### src/hdl/crtc_defs.svh
/* CRTC register map
   Register indices, PET 60 Hz reset image and the pi read window */
`ifndef CRTC_DEFS_SVH
`define CRTC_DEFS_SVH

`define CRTC_NUM_REGS           18      // R0..R17

`define CRTC_R0_H_TOTAL         0       // Characters per line, minus one
`define CRTC_R1_H_DISPLAYED     1
`define CRTC_R2_H_SYNC_POS      2
`define CRTC_R3_SYNC_WIDTH      3       // [7:4] vsync rows, [3:0] hsync chars
`define CRTC_R4_V_TOTAL         4
`define CRTC_R5_V_LINE_ADJUST   5
`define CRTC_R6_V_DISPLAYED     6
`define CRTC_R7_V_SYNC_POS      7
`define CRTC_R9_SCAN_LINE       9       // Scan lines per row, minus one

// Reset image, non-CRTC PET timing
`define CRTC_RST_R0             8'd63
`define CRTC_RST_R1             8'd40
`define CRTC_RST_R2             8'd48
`define CRTC_RST_R3             8'h15
`define CRTC_RST_R4             8'd32
`define CRTC_RST_R5             8'd0
`define CRTC_RST_R6             8'd25
`define CRTC_RST_R7             8'd28
`define CRTC_RST_R8             8'd0
`define CRTC_RST_R9             8'd7
`define CRTC_RST_R10            8'd0
`define CRTC_RST_R11            8'd0
`define CRTC_RST_R12            8'h10   // Display start high byte
`define CRTC_RST_R13            8'd0
`define CRTC_RST_R14            8'd0
`define CRTC_RST_R15            8'd0
`define CRTC_RST_R16            8'd0

`define CRTC_PI_BASE            16'hE8F0    // 16-byte read window

`endif

### src/hdl/crtc_pkg.sv
/* CRTC types
   Timing fields, R3 sync width views, CPU bus and video output bundles */
package crtc_pkg;

    // R3 holds both sync widths in one byte
    typedef union packed {
        logic [7:0] raw;                // As written by the CPU
        struct packed {
            logic [3:0] v_width;        // Vertical sync, rows
            logic [3:0] h_width;        // Horizontal sync, character clocks
        } width;
    } crtc_sync_width_u;

    // Everything the sync generator reads from the register file
    typedef struct packed {
        logic [7:0] h_total;            // Characters per line, minus one
        logic [7:0] h_displayed;
        logic [7:0] h_sync_pos;
        logic [3:0] h_sync_width;
        logic [6:0] v_total;            // Rows per frame, minus one
        logic [4:0] v_line_adjust;      // Extra scan lines at frame end
        logic [6:0] v_displayed;
        logic [6:0] v_sync_pos;
        logic [3:0] v_sync_width;
        logic [4:0] char_height;        // Scan lines per row, minus one
    } crtc_timing_t;

    // CPU side write bus
    typedef struct packed {
        logic       rs;                 // Bus address bit 0
        logic [7:0] data;
    } crtc_cpu_bus_t;

    // Video timing outputs
    typedef struct packed {
        logic        display_enable;
        logic        h_sync;
        logic        v_sync;
        logic [13:0] ma;                // Refresh address
        logic [4:0]  ra;                // Raster address
    } crtc_video_t;

endpackage

### src/hdl/crtc_regs.sv
/* CRTC register file
   CPU writes through address/data pair, pi host reads through a 16-byte
   window, timing fields decoded for the sync generator */
`include "crtc_defs.svh"

module crtc_regs (
    input  logic                    pi_read,
    input  logic                    reset,

    input  logic                    crtc_select_i,  // CPU address in CRTC range
    input  logic                    cpu_we_i,
    input  crtc_pkg::crtc_cpu_bus_t cpu_bus_i,

    input  logic [15:0]             pi_addr_i,
    input  logic                    pi_rd_i,
    output logic [7:0]              pi_data_o,
    output logic                    pi_data_oe_o,

    output logic [4:0]              crtc_addr_o,    // Selected register index
    output logic [7:0]              crtc_r_o,       // Contents of selected register
    output crtc_pkg::crtc_timing_t  timing_o
);
    logic [7:0] r [`CRTC_NUM_REGS];     // R0..R17

    logic cpu_wr;
    logic addr_wr;
    logic reg_wr;
    logic addr_valid;
    logic pi_hit;
    crtc_pkg::crtc_sync_width_u r3_view;

    // CPU write decode, rs picks address or data register
    assign cpu_wr     = crtc_select_i && cpu_we_i;
    assign addr_wr    = cpu_wr && !cpu_bus_i.rs;
    assign reg_wr     = cpu_wr && cpu_bus_i.rs;
    assign addr_valid = crtc_addr_o < 5'(`CRTC_NUM_REGS);   // R18..R31 do not exist

    always_ff @(posedge pi_read) begin
        if (reset) begin
            crtc_addr_o                   <= '0;
            r[`CRTC_R0_H_TOTAL]           <= `CRTC_RST_R0;
            r[`CRTC_R1_H_DISPLAYED]       <= `CRTC_RST_R1;
            r[`CRTC_R2_H_SYNC_POS]        <= `CRTC_RST_R2;
            r[`CRTC_R3_SYNC_WIDTH]        <= `CRTC_RST_R3;
            r[`CRTC_R4_V_TOTAL]           <= `CRTC_RST_R4;
            r[`CRTC_R5_V_LINE_ADJUST]     <= `CRTC_RST_R5;
            r[`CRTC_R6_V_DISPLAYED]       <= `CRTC_RST_R6;
            r[`CRTC_R7_V_SYNC_POS]        <= `CRTC_RST_R7;
            r[8]                          <= `CRTC_RST_R8;
            r[`CRTC_R9_SCAN_LINE]         <= `CRTC_RST_R9;
            r[10]                         <= `CRTC_RST_R10;
            r[11]                         <= `CRTC_RST_R11;
            r[12]                         <= `CRTC_RST_R12;
            r[13]                         <= `CRTC_RST_R13;
            r[14]                         <= `CRTC_RST_R14;
            r[15]                         <= `CRTC_RST_R15;
            r[16]                         <= `CRTC_RST_R16;
            r[17]                         <= 8'h00;
        end else begin
            if (addr_wr) begin
                crtc_addr_o <= cpu_bus_i.data[4:0];     // Upper bits dropped
            end
            if (reg_wr && addr_valid) begin
                r[crtc_addr_o] <= cpu_bus_i.data;
            end
        end
    end

    // Read back of the selected register, zero outside R0..R17
    assign crtc_r_o = addr_valid ? r[crtc_addr_o] : 8'h00;

    // Pi window decode
    assign pi_hit = (pi_addr_i >= `CRTC_PI_BASE) &&
                    (pi_addr_i <= `CRTC_PI_BASE + 16'd15);
    assign pi_data_oe_o = pi_hit;

    // Data captured on the read strobe, held until the next window read
    always_ff @(posedge pi_read) begin
        if (reset) begin
            pi_data_o <= '0;
        end else if (pi_rd_i && pi_hit) begin
            pi_data_o <= r[pi_addr_i[3:0]];     // Window covers R0..R15
        end
    end

    // R3 carries both sync widths
    assign r3_view.raw = r[`CRTC_R3_SYNC_WIDTH];

    always_comb begin
        timing_o.h_total       = r[`CRTC_R0_H_TOTAL];
        timing_o.h_displayed   = r[`CRTC_R1_H_DISPLAYED];
        timing_o.h_sync_pos    = r[`CRTC_R2_H_SYNC_POS];
        timing_o.h_sync_width  = r3_view.width.h_width;
        timing_o.v_total       = r[`CRTC_R4_V_TOTAL][6:0];
        timing_o.v_line_adjust = r[`CRTC_R5_V_LINE_ADJUST][4:0];
        timing_o.v_displayed   = r[`CRTC_R6_V_DISPLAYED][6:0];
        timing_o.v_sync_pos    = r[`CRTC_R7_V_SYNC_POS][6:0];
        timing_o.v_sync_width  = r3_view.width.v_width;
        timing_o.char_height   = r[`CRTC_R9_SCAN_LINE][4:0];
    end

    // Address register takes the low five data bits on the next edge
    a_addr_load: assert property (@(posedge pi_read) disable iff (reset)
        addr_wr |=> crtc_addr_o == $past(cpu_bus_i.data[4:0]));

    // Data writes to a nonexistent register change no timing field
    a_no_oob_write: assert property (@(posedge pi_read) disable iff (reset)
        reg_wr && !addr_valid |=> $stable(timing_o));

endmodule

### src/hdl/crtc_sync_gen.sv
/* CRTC sync generator
   Column, scan line and row counters giving display enable, syncs,
   refresh address and raster address, one step per character strobe */
module crtc_sync_gen (
    input  logic                    pi_read,
    input  logic                    reset,
    input  logic                    cclk_en_i,          // Character clock strobe
    input  logic [13:0]             screen_addr_i,      // Display start address
    input  crtc_pkg::crtc_timing_t  timing_i,
    output crtc_pkg::crtc_video_t   video_o
);
    // Horizontal chain
    logic [7:0]  h_col_q, h_col_d;
    logic        line_end;                  // Last column of the line
    logic        h_display_q, h_display_d;
    logic        h_sync_q, h_sync_d;
    logic [3:0]  h_sync_ctr_q, h_sync_ctr_d;

    // Vertical chain
    logic [4:0]  ra_q, ra_d;
    logic [6:0]  row_q, row_d;
    logic        in_adj_q, in_adj_d;        // In the extra scan lines after v_total
    logic [4:0]  adj_ctr_q, adj_ctr_d;
    logic        v_display_q, v_display_d;
    logic        v_sync_q, v_sync_d;
    logic [3:0]  v_sync_ctr_q, v_sync_ctr_d;
    logic        ra_wrap;
    logic        row_end;
    logic        last_row;
    logic        adj_end;
    logic        adj_start;
    logic        frame_start;
    logic        row_step;

    // Addressing
    logic [13:0] row_addr_q, row_addr_d;    // MA at the start of the current row
    logic [13:0] ma_q, ma_d;

    // Out of range totals wrap as well, so a shrunken frame recovers at once
    assign line_end = h_col_q >= timing_i.h_total;

    always_comb begin
        h_col_d = line_end ? 8'd0 : h_col_q + 8'd1;

        // Display flag drops at h_displayed, returns at the wrap
        h_display_d = h_display_q;
        if (h_col_d == timing_i.h_displayed) h_display_d = 1'b0;
        else if (line_end) h_display_d = 1'b1;

        h_sync_d     = h_sync_q;
        h_sync_ctr_d = h_sync_ctr_q;
        if (h_sync_q) begin
            if (h_sync_ctr_q >= timing_i.h_sync_width) begin    // Width reached
                h_sync_d     = 1'b0;
                h_sync_ctr_d = '0;
            end else begin
                h_sync_ctr_d = h_sync_ctr_q + 4'd1;
            end
        end else if (h_col_d == timing_i.h_sync_pos && timing_i.h_sync_width != '0) begin
            h_sync_d     = 1'b1;
            h_sync_ctr_d = 4'd1;                // First strobe of the pulse
        end
    end

    // Row and frame events, all qualified by the line wrap
    assign ra_wrap     = ra_q >= timing_i.char_height;
    assign row_end     = line_end && ra_wrap && !in_adj_q;
    assign last_row    = row_q >= timing_i.v_total;
    assign adj_end     = line_end && in_adj_q &&
                         (adj_ctr_q + 5'd1 >= timing_i.v_line_adjust);
    assign adj_start   = row_end && last_row && timing_i.v_line_adjust != '0;
    assign frame_start = (row_end && last_row && timing_i.v_line_adjust == '0) || adj_end;
    assign row_step    = (row_end && !adj_start) || adj_end;

    always_comb begin
        // RA runs every line, adjust lines included
        ra_d = ra_q;
        if (line_end) ra_d = ra_wrap ? 5'd0 : ra_q + 5'd1;

        in_adj_d  = in_adj_q;
        adj_ctr_d = adj_ctr_q;
        if (adj_start) begin
            in_adj_d  = 1'b1;
            adj_ctr_d = '0;
        end else if (frame_start) begin
            in_adj_d  = 1'b0;
            adj_ctr_d = '0;
        end else if (line_end && in_adj_q) begin
            adj_ctr_d = adj_ctr_q + 5'd1;
        end

        row_d      = row_q;
        row_addr_d = row_addr_q;
        if (frame_start) begin
            row_d      = '0;
            row_addr_d = screen_addr_i;         // New frame picks up the start address
        end else if (row_step) begin
            row_d      = row_q + 7'd1;
            row_addr_d = row_addr_q + {6'd0, timing_i.h_displayed};
        end

        // Vertical flags evaluated per row, same rules as horizontal
        v_display_d  = v_display_q;
        v_sync_d     = v_sync_q;
        v_sync_ctr_d = v_sync_ctr_q;
        if (row_step) begin
            if (row_d == timing_i.v_displayed) v_display_d = 1'b0;
            else if (frame_start) v_display_d = 1'b1;

            if (v_sync_q) begin
                if (v_sync_ctr_q >= timing_i.v_sync_width) begin
                    v_sync_d     = 1'b0;
                    v_sync_ctr_d = '0;
                end else begin
                    v_sync_ctr_d = v_sync_ctr_q + 4'd1;
                end
            end else if (row_d == timing_i.v_sync_pos && timing_i.v_sync_width != '0) begin
                v_sync_d     = 1'b1;
                v_sync_ctr_d = 4'd1;
            end
        end

        ma_d = line_end ? row_addr_d : ma_q + 14'd1;    // Reload at each line start
    end

    always_ff @(posedge pi_read) begin
        if (reset) begin
            h_col_q      <= '0;
            h_display_q  <= 1'b1;
            h_sync_q     <= 1'b0;
            h_sync_ctr_q <= '0;
            ra_q         <= '0;
            row_q        <= '0;
            in_adj_q     <= 1'b0;
            adj_ctr_q    <= '0;
            v_display_q  <= 1'b1;
            v_sync_q     <= 1'b0;
            v_sync_ctr_q <= '0;
            row_addr_q   <= screen_addr_i;
            ma_q         <= '0;
        end else if (cclk_en_i) begin           // Everything holds between strobes
            h_col_q      <= h_col_d;
            h_display_q  <= h_display_d;
            h_sync_q     <= h_sync_d;
            h_sync_ctr_q <= h_sync_ctr_d;
            ra_q         <= ra_d;
            row_q        <= row_d;
            in_adj_q     <= in_adj_d;
            adj_ctr_q    <= adj_ctr_d;
            v_display_q  <= v_display_d;
            v_sync_q     <= v_sync_d;
            v_sync_ctr_q <= v_sync_ctr_d;
            row_addr_q   <= row_addr_d;
            ma_q         <= ma_d;
        end
    end

    assign video_o.display_enable = h_display_q && v_display_q;
    assign video_o.h_sync         = h_sync_q;
    assign video_o.v_sync         = v_sync_q;
    assign video_o.ma             = ma_q;
    assign video_o.ra             = ra_q;

    // After a line wrap RA sits within the char height that was in force
    a_ra_range: assert property (@(posedge pi_read) disable iff (reset)
        cclk_en_i && line_end |=> ra_q <= $past(timing_i.char_height));

    // Horizontal sync pulse is at most 15 character clocks wide
    a_hsync_width: assert property (@(posedge pi_read) disable iff (reset)
        $rose(h_sync_q) |-> not (h_sync_q throughout cclk_en_i [->16]));

endmodule

### src/hdl/crtc_top.sv
/* CRTC top level
   Register file feeding the sync generator */
module crtc_top (
    input  logic                    pi_read,        // System clock
    input  logic                    reset,

    // CPU write port
    input  logic                    crtc_select_i,
    input  logic                    cpu_we_i,
    input  crtc_pkg::crtc_cpu_bus_t cpu_bus_i,

    // Pi read port
    input  logic [15:0]             pi_addr_i,
    input  logic                    pi_rd_i,
    output logic [7:0]              pi_data_o,
    output logic                    pi_data_oe_o,

    // Register visibility for test
    output logic [4:0]              crtc_addr_o,
    output logic [7:0]              crtc_r_o,

    // Video timing
    input  logic                    cclk_en_i,      // Character clock strobe
    input  logic [13:0]             screen_addr_i,
    output crtc_pkg::crtc_video_t   video_o
);
    crtc_pkg::crtc_timing_t timing;     // Decoded R0..R9 fields

    crtc_regs regs0 (
        .pi_read       (pi_read),
        .reset         (reset),
        .crtc_select_i (crtc_select_i),
        .cpu_we_i      (cpu_we_i),
        .cpu_bus_i     (cpu_bus_i),
        .pi_addr_i     (pi_addr_i),
        .pi_rd_i       (pi_rd_i),
        .pi_data_o     (pi_data_o),
        .pi_data_oe_o  (pi_data_oe_o),
        .crtc_addr_o   (crtc_addr_o),
        .crtc_r_o      (crtc_r_o),
        .timing_o      (timing)
    );

    // Start address comes straight from the top, R12/R13 are not used here
    crtc_sync_gen sync0 (
        .pi_read       (pi_read),
        .reset         (reset),
        .cclk_en_i     (cclk_en_i),
        .screen_addr_i (screen_addr_i),
        .timing_i      (timing),
        .video_o       (video_o)
    );

endmodule

### config.mk
export PLATFORM = sky130hd
export DESIGN_NAME = crtc_top
export DESIGN_NICKNAME = d
export VERILOG_FILES = /design/src/hdl/crtc_pkg.sv /design/src/hdl/crtc_regs.sv /design/src/hdl/crtc_sync_gen.sv /design/src/hdl/crtc_top.sv
export VERILOG_INCLUDE_DIRS = /design/src /design/src/hdl
export SDC_FILE = /design/constraint.sdc
export NUM_CORES = 1
export LEC_CHECK = 0
export ABC_CLOCK_PERIOD_IN_PS = 8400
export BUFFER_PORTS_ARGS = -buffer_cell sky130_fd_sc_hd__clkbuf_2
export CAP_MARGIN = 0
export CORE_MARGIN = 4
export CORE_UTILIZATION = 67
export CTS_CLUSTER_DIAMETER = 30
export CTS_CLUSTER_SIZE = 40
export DETAILED_ROUTE_END_ITERATION = 8
export PLACE_DENSITY = 0.86
export SLEW_MARGIN = 30
export SYNTH_ARGS = -nofsm -noshare
export SYNTH_HDL_FRONTEND = slang
export SYNTH_SLANG_ARGS = --single-unit
### constraint.sdc
create_clock -name pi_read -period 8.4 [get_ports pi_read]
set_input_delay 1.26 -clock pi_read [delete_from_list [all_inputs] [get_ports pi_read]]
set_output_delay 1.26 -clock pi_read [all_outputs]
set_load 0.1 [all_outputs]
==> impl_metrics.ini <==
[route]
routedWlPerCell_microns = 26.4
drtPass1Iterations = 6
ant_nets = 0
viasPerCell = 6.91
dr_total_vias = 13800
drt_wl_total_microns = 52800
drcViolationCount = 0
drtIter0Drc = 2549

[cts]
post-cts-setup-buffer-count = 0
cts_tree = built
cts-buffers-inserted = 60
path_clk_slew_ps = 50
clkLatencyLatePin_ps = 580
cts-resized-gates = 0
cts_max_level = 2
numClockSinks = 340
postCtsHoldBufs = 0
root_buffer = clkbuf_16
cts_buffer_depth = 3

[timing]
whs_ps = 503
slew_violations = 0
worst_slew_pin_slew_ps = 1070
fin_ws_ps = 3220
skew_ps = 18.8
setup-tns-final_ps = 0
finalSetupViolations = 0
period_share_pct = 61.7
period_needed_ps = 5180
max_slew_margin_pct = 28.4
fmax_mhz = 193
hold_viol = 0
rsz0062_at_grt = no

[hold_path]
hold_class = reg2reg
hold-path-cell-count = 1

[global_route]
grtUsageTotal_pct = 35.7
grt_pass1_wl_microns = 78300
grt_max_degree = 62
antenna_found_initial = 4
globalRoute.totalOverflow = 0
grt_pass1_vias = 13700

[layout]
post-route-util_pct = 80.1
area_growth_syn_to_layout_pct = 18.0
drive_gt1_share_pct = 21.4
fin_nets = 1699

[placed_design]
hpwl_microns = 32600
port_buffers = 88
gp_congestion = 0.970
pre_cts_slack_ps = 3930

[floorplanning]
ios = 89
dieArea_sq_mm = 0.0289
coreArea_sq_mm = 0.0259
dieWidth_microns = 170
die_h_microns = 170
initial_utilization_pct = 67.9
rows = 59

[setup_path]
crit_fanout = 36
cp.required_ps = 7140
cp_slowest_cell = dfxtp_2
r2r_slack_ps = 4240
crit_path_end_kind = output port
crit_path_start_kind = register
max_stage_delay_ps = 850
r2r_cells = 11
crit_type = reg2out
cp.arrival_ps = 3920
path_cells = buf_4, mux4_2, mux4_2, mux2i_1, nor2_1, clkbuf_2
crit_top_cell = mux4_2

[outcome]
status = finished, final reports clean

[yosys]
ys_warn_count = 0
avgSynthCellArea_sq_um = 12.5
ys_seq_area_share_pct = 54.1
synth_flop_cell = edfxtp_1
syn_area_sq_mm = 0.0176
synth_async_sr_flop_share_pct = 0
synth_edf_count = 270
synth_area_leaders = edfxtp_1 (46%), mux4_2 (15%), dfxtp_1 (8.0%), nor2_1 (4.8%), ha_1 (3.4%)
synthesis.instances = 1409
synth_top_area_share_pct = 46.1
synth_area_leader_cell = edfxtp_1
ys_ff_latch = 340
ys_types = 79

[power]
max-vdd-ir-drop_uv = 200
total_power_w = 0.00469
power_density_mw_per_mm2 = 226
leakage_nw = 7.80

[flow_run]
maxCapViolations = 0
registers in the layout, summed over array words and instances, names as in the netlist, named ones only:
signal	cells
sync0.h_display_q	1
regs0.pi_data_o	8
regs0.r	256
sync0.ma_q	14
regs0.crtc_addr_o	5
sync0.row_addr_q	14
sync0.ra_q	5
sync0.v_display_q	1
sync0.adj_ctr_q	5
sync0.row_q	7
sync0.v_sync_q	1
sync0.h_sync_q	1
sync0.h_col_q	8
sync0.v_sync_ctr_q	4
sync0.in_adj_q	1
sync0.h_sync_ctr_q	4
metal layers:
layer	wire length, microns	track usage [%]
met5	0	0
met3	7430	11.2
met2	24300	55.3
met4	3820	21.3
met1	17200	44.8
per-stage QoR:
stage	area, sq um	std cells
2_1_floorplan	18000	1520
3_3_place_gp	18700	1878
3_5_place_dp	18700	1878
4_1_cts	20700	1992
5_1_grt	20700	1995
6_report	20700	1997
report_power, final:
group          switching [W]  internal [W]
Clock               0.000880       0.00154
Combinational       0.000201      0.000123
Sequential         0.0000595       0.00189
Total                0.00114       0.00355
critical path, delay by kind of cell, from the launching register on:
family / cells / cell delay, ps
mux: 3 / 1360
simple gates: 1 / 70
flops: 1 / 850
buf+inv: 2 / 1030
cells by family after synthesis:
| logic type | count (synthesis) | synth area share [%] |
|---|---|---|
| adder cells (fa/ha/maj) | 49 | 3.53 |
| AND/OR/NAND/NOR | 485 | 12.5 |
| AO/OA/AOI/OAI | 191 | 7.04 |
| buffers and inverters | 140 | 3.04 |
| other | 1 | 0.0213 |
| flip-flops | 340 | 54.1 |
| XOR/XNOR | 48 | 2.39 |
| multiplexers | 155 | 17.4 |
path summary, 6_finish.rpt:
check,endpoint,startpoint
max,crtc_r_o[2],register
min,sync0.h_sync_ctr_q[3]$_SDFFE_PP0P_,sync0.h_sync_ctr_q[3]$_SDFFE_PP0P_
max reg2reg,sync0.row_addr_q[13]$_DFFE_PP_,sync0.row_q[0]$_SDFFE_PP0P_
min reg2reg,sync0.h_sync_ctr_q[3]$_SDFFE_PP0P_,sync0.h_sync_ctr_q[3]$_SDFFE_PP0P_
synth_stat cells, types with 14 or more instances:
library cell,instances
a21oi_1,47
and3_1,14
buf_1,15
clkbuf_1,63
dfxtp_1,70
edfxtp_1,270
ha_1,48
inv_1,59
mux2i_1,30
mux4_2,120
nand2_1,118
nand3_1,41
nor2_1,224
nor3_1,22
o21ai_0,54
xnor2_1,28
xor2_1,20
layout by cell type (no fill, tap or decap), types with 41 or more instances in the layout:
cell type | Yosys | routed
ha_1 | 48 | 48
a21oi_1 | 47 | 46
mux4_2 | 120 | 120
clkbuf_2 | 0 | 86
nand3_1 | 41 | 41
nand2_1 | 118 | 116
dfxtp_1 | 70 | 67
clkbuf_16 | 0 | 61
o21ai_0 | 54 | 54
edfxtp_1 | 270 | 270
conb_1 | 1 | 112
inv_1 | 59 | 59
nor2_1 | 224 | 224
cell type report:
class | instances | area, sq um
flip-flops and latches | 340 | 9520
multi-input cells | 1040 | 7980
fillers | 1315 | 5160
clock buffers | 77 | 1630
repair buffers | 104 | 563
well taps | 335 | 419
clock inverters | 37 | 408
inverters | 59 | 221
diodes | 5 | 12.5
Note: power is estimated with default switching activity, not from simulation.
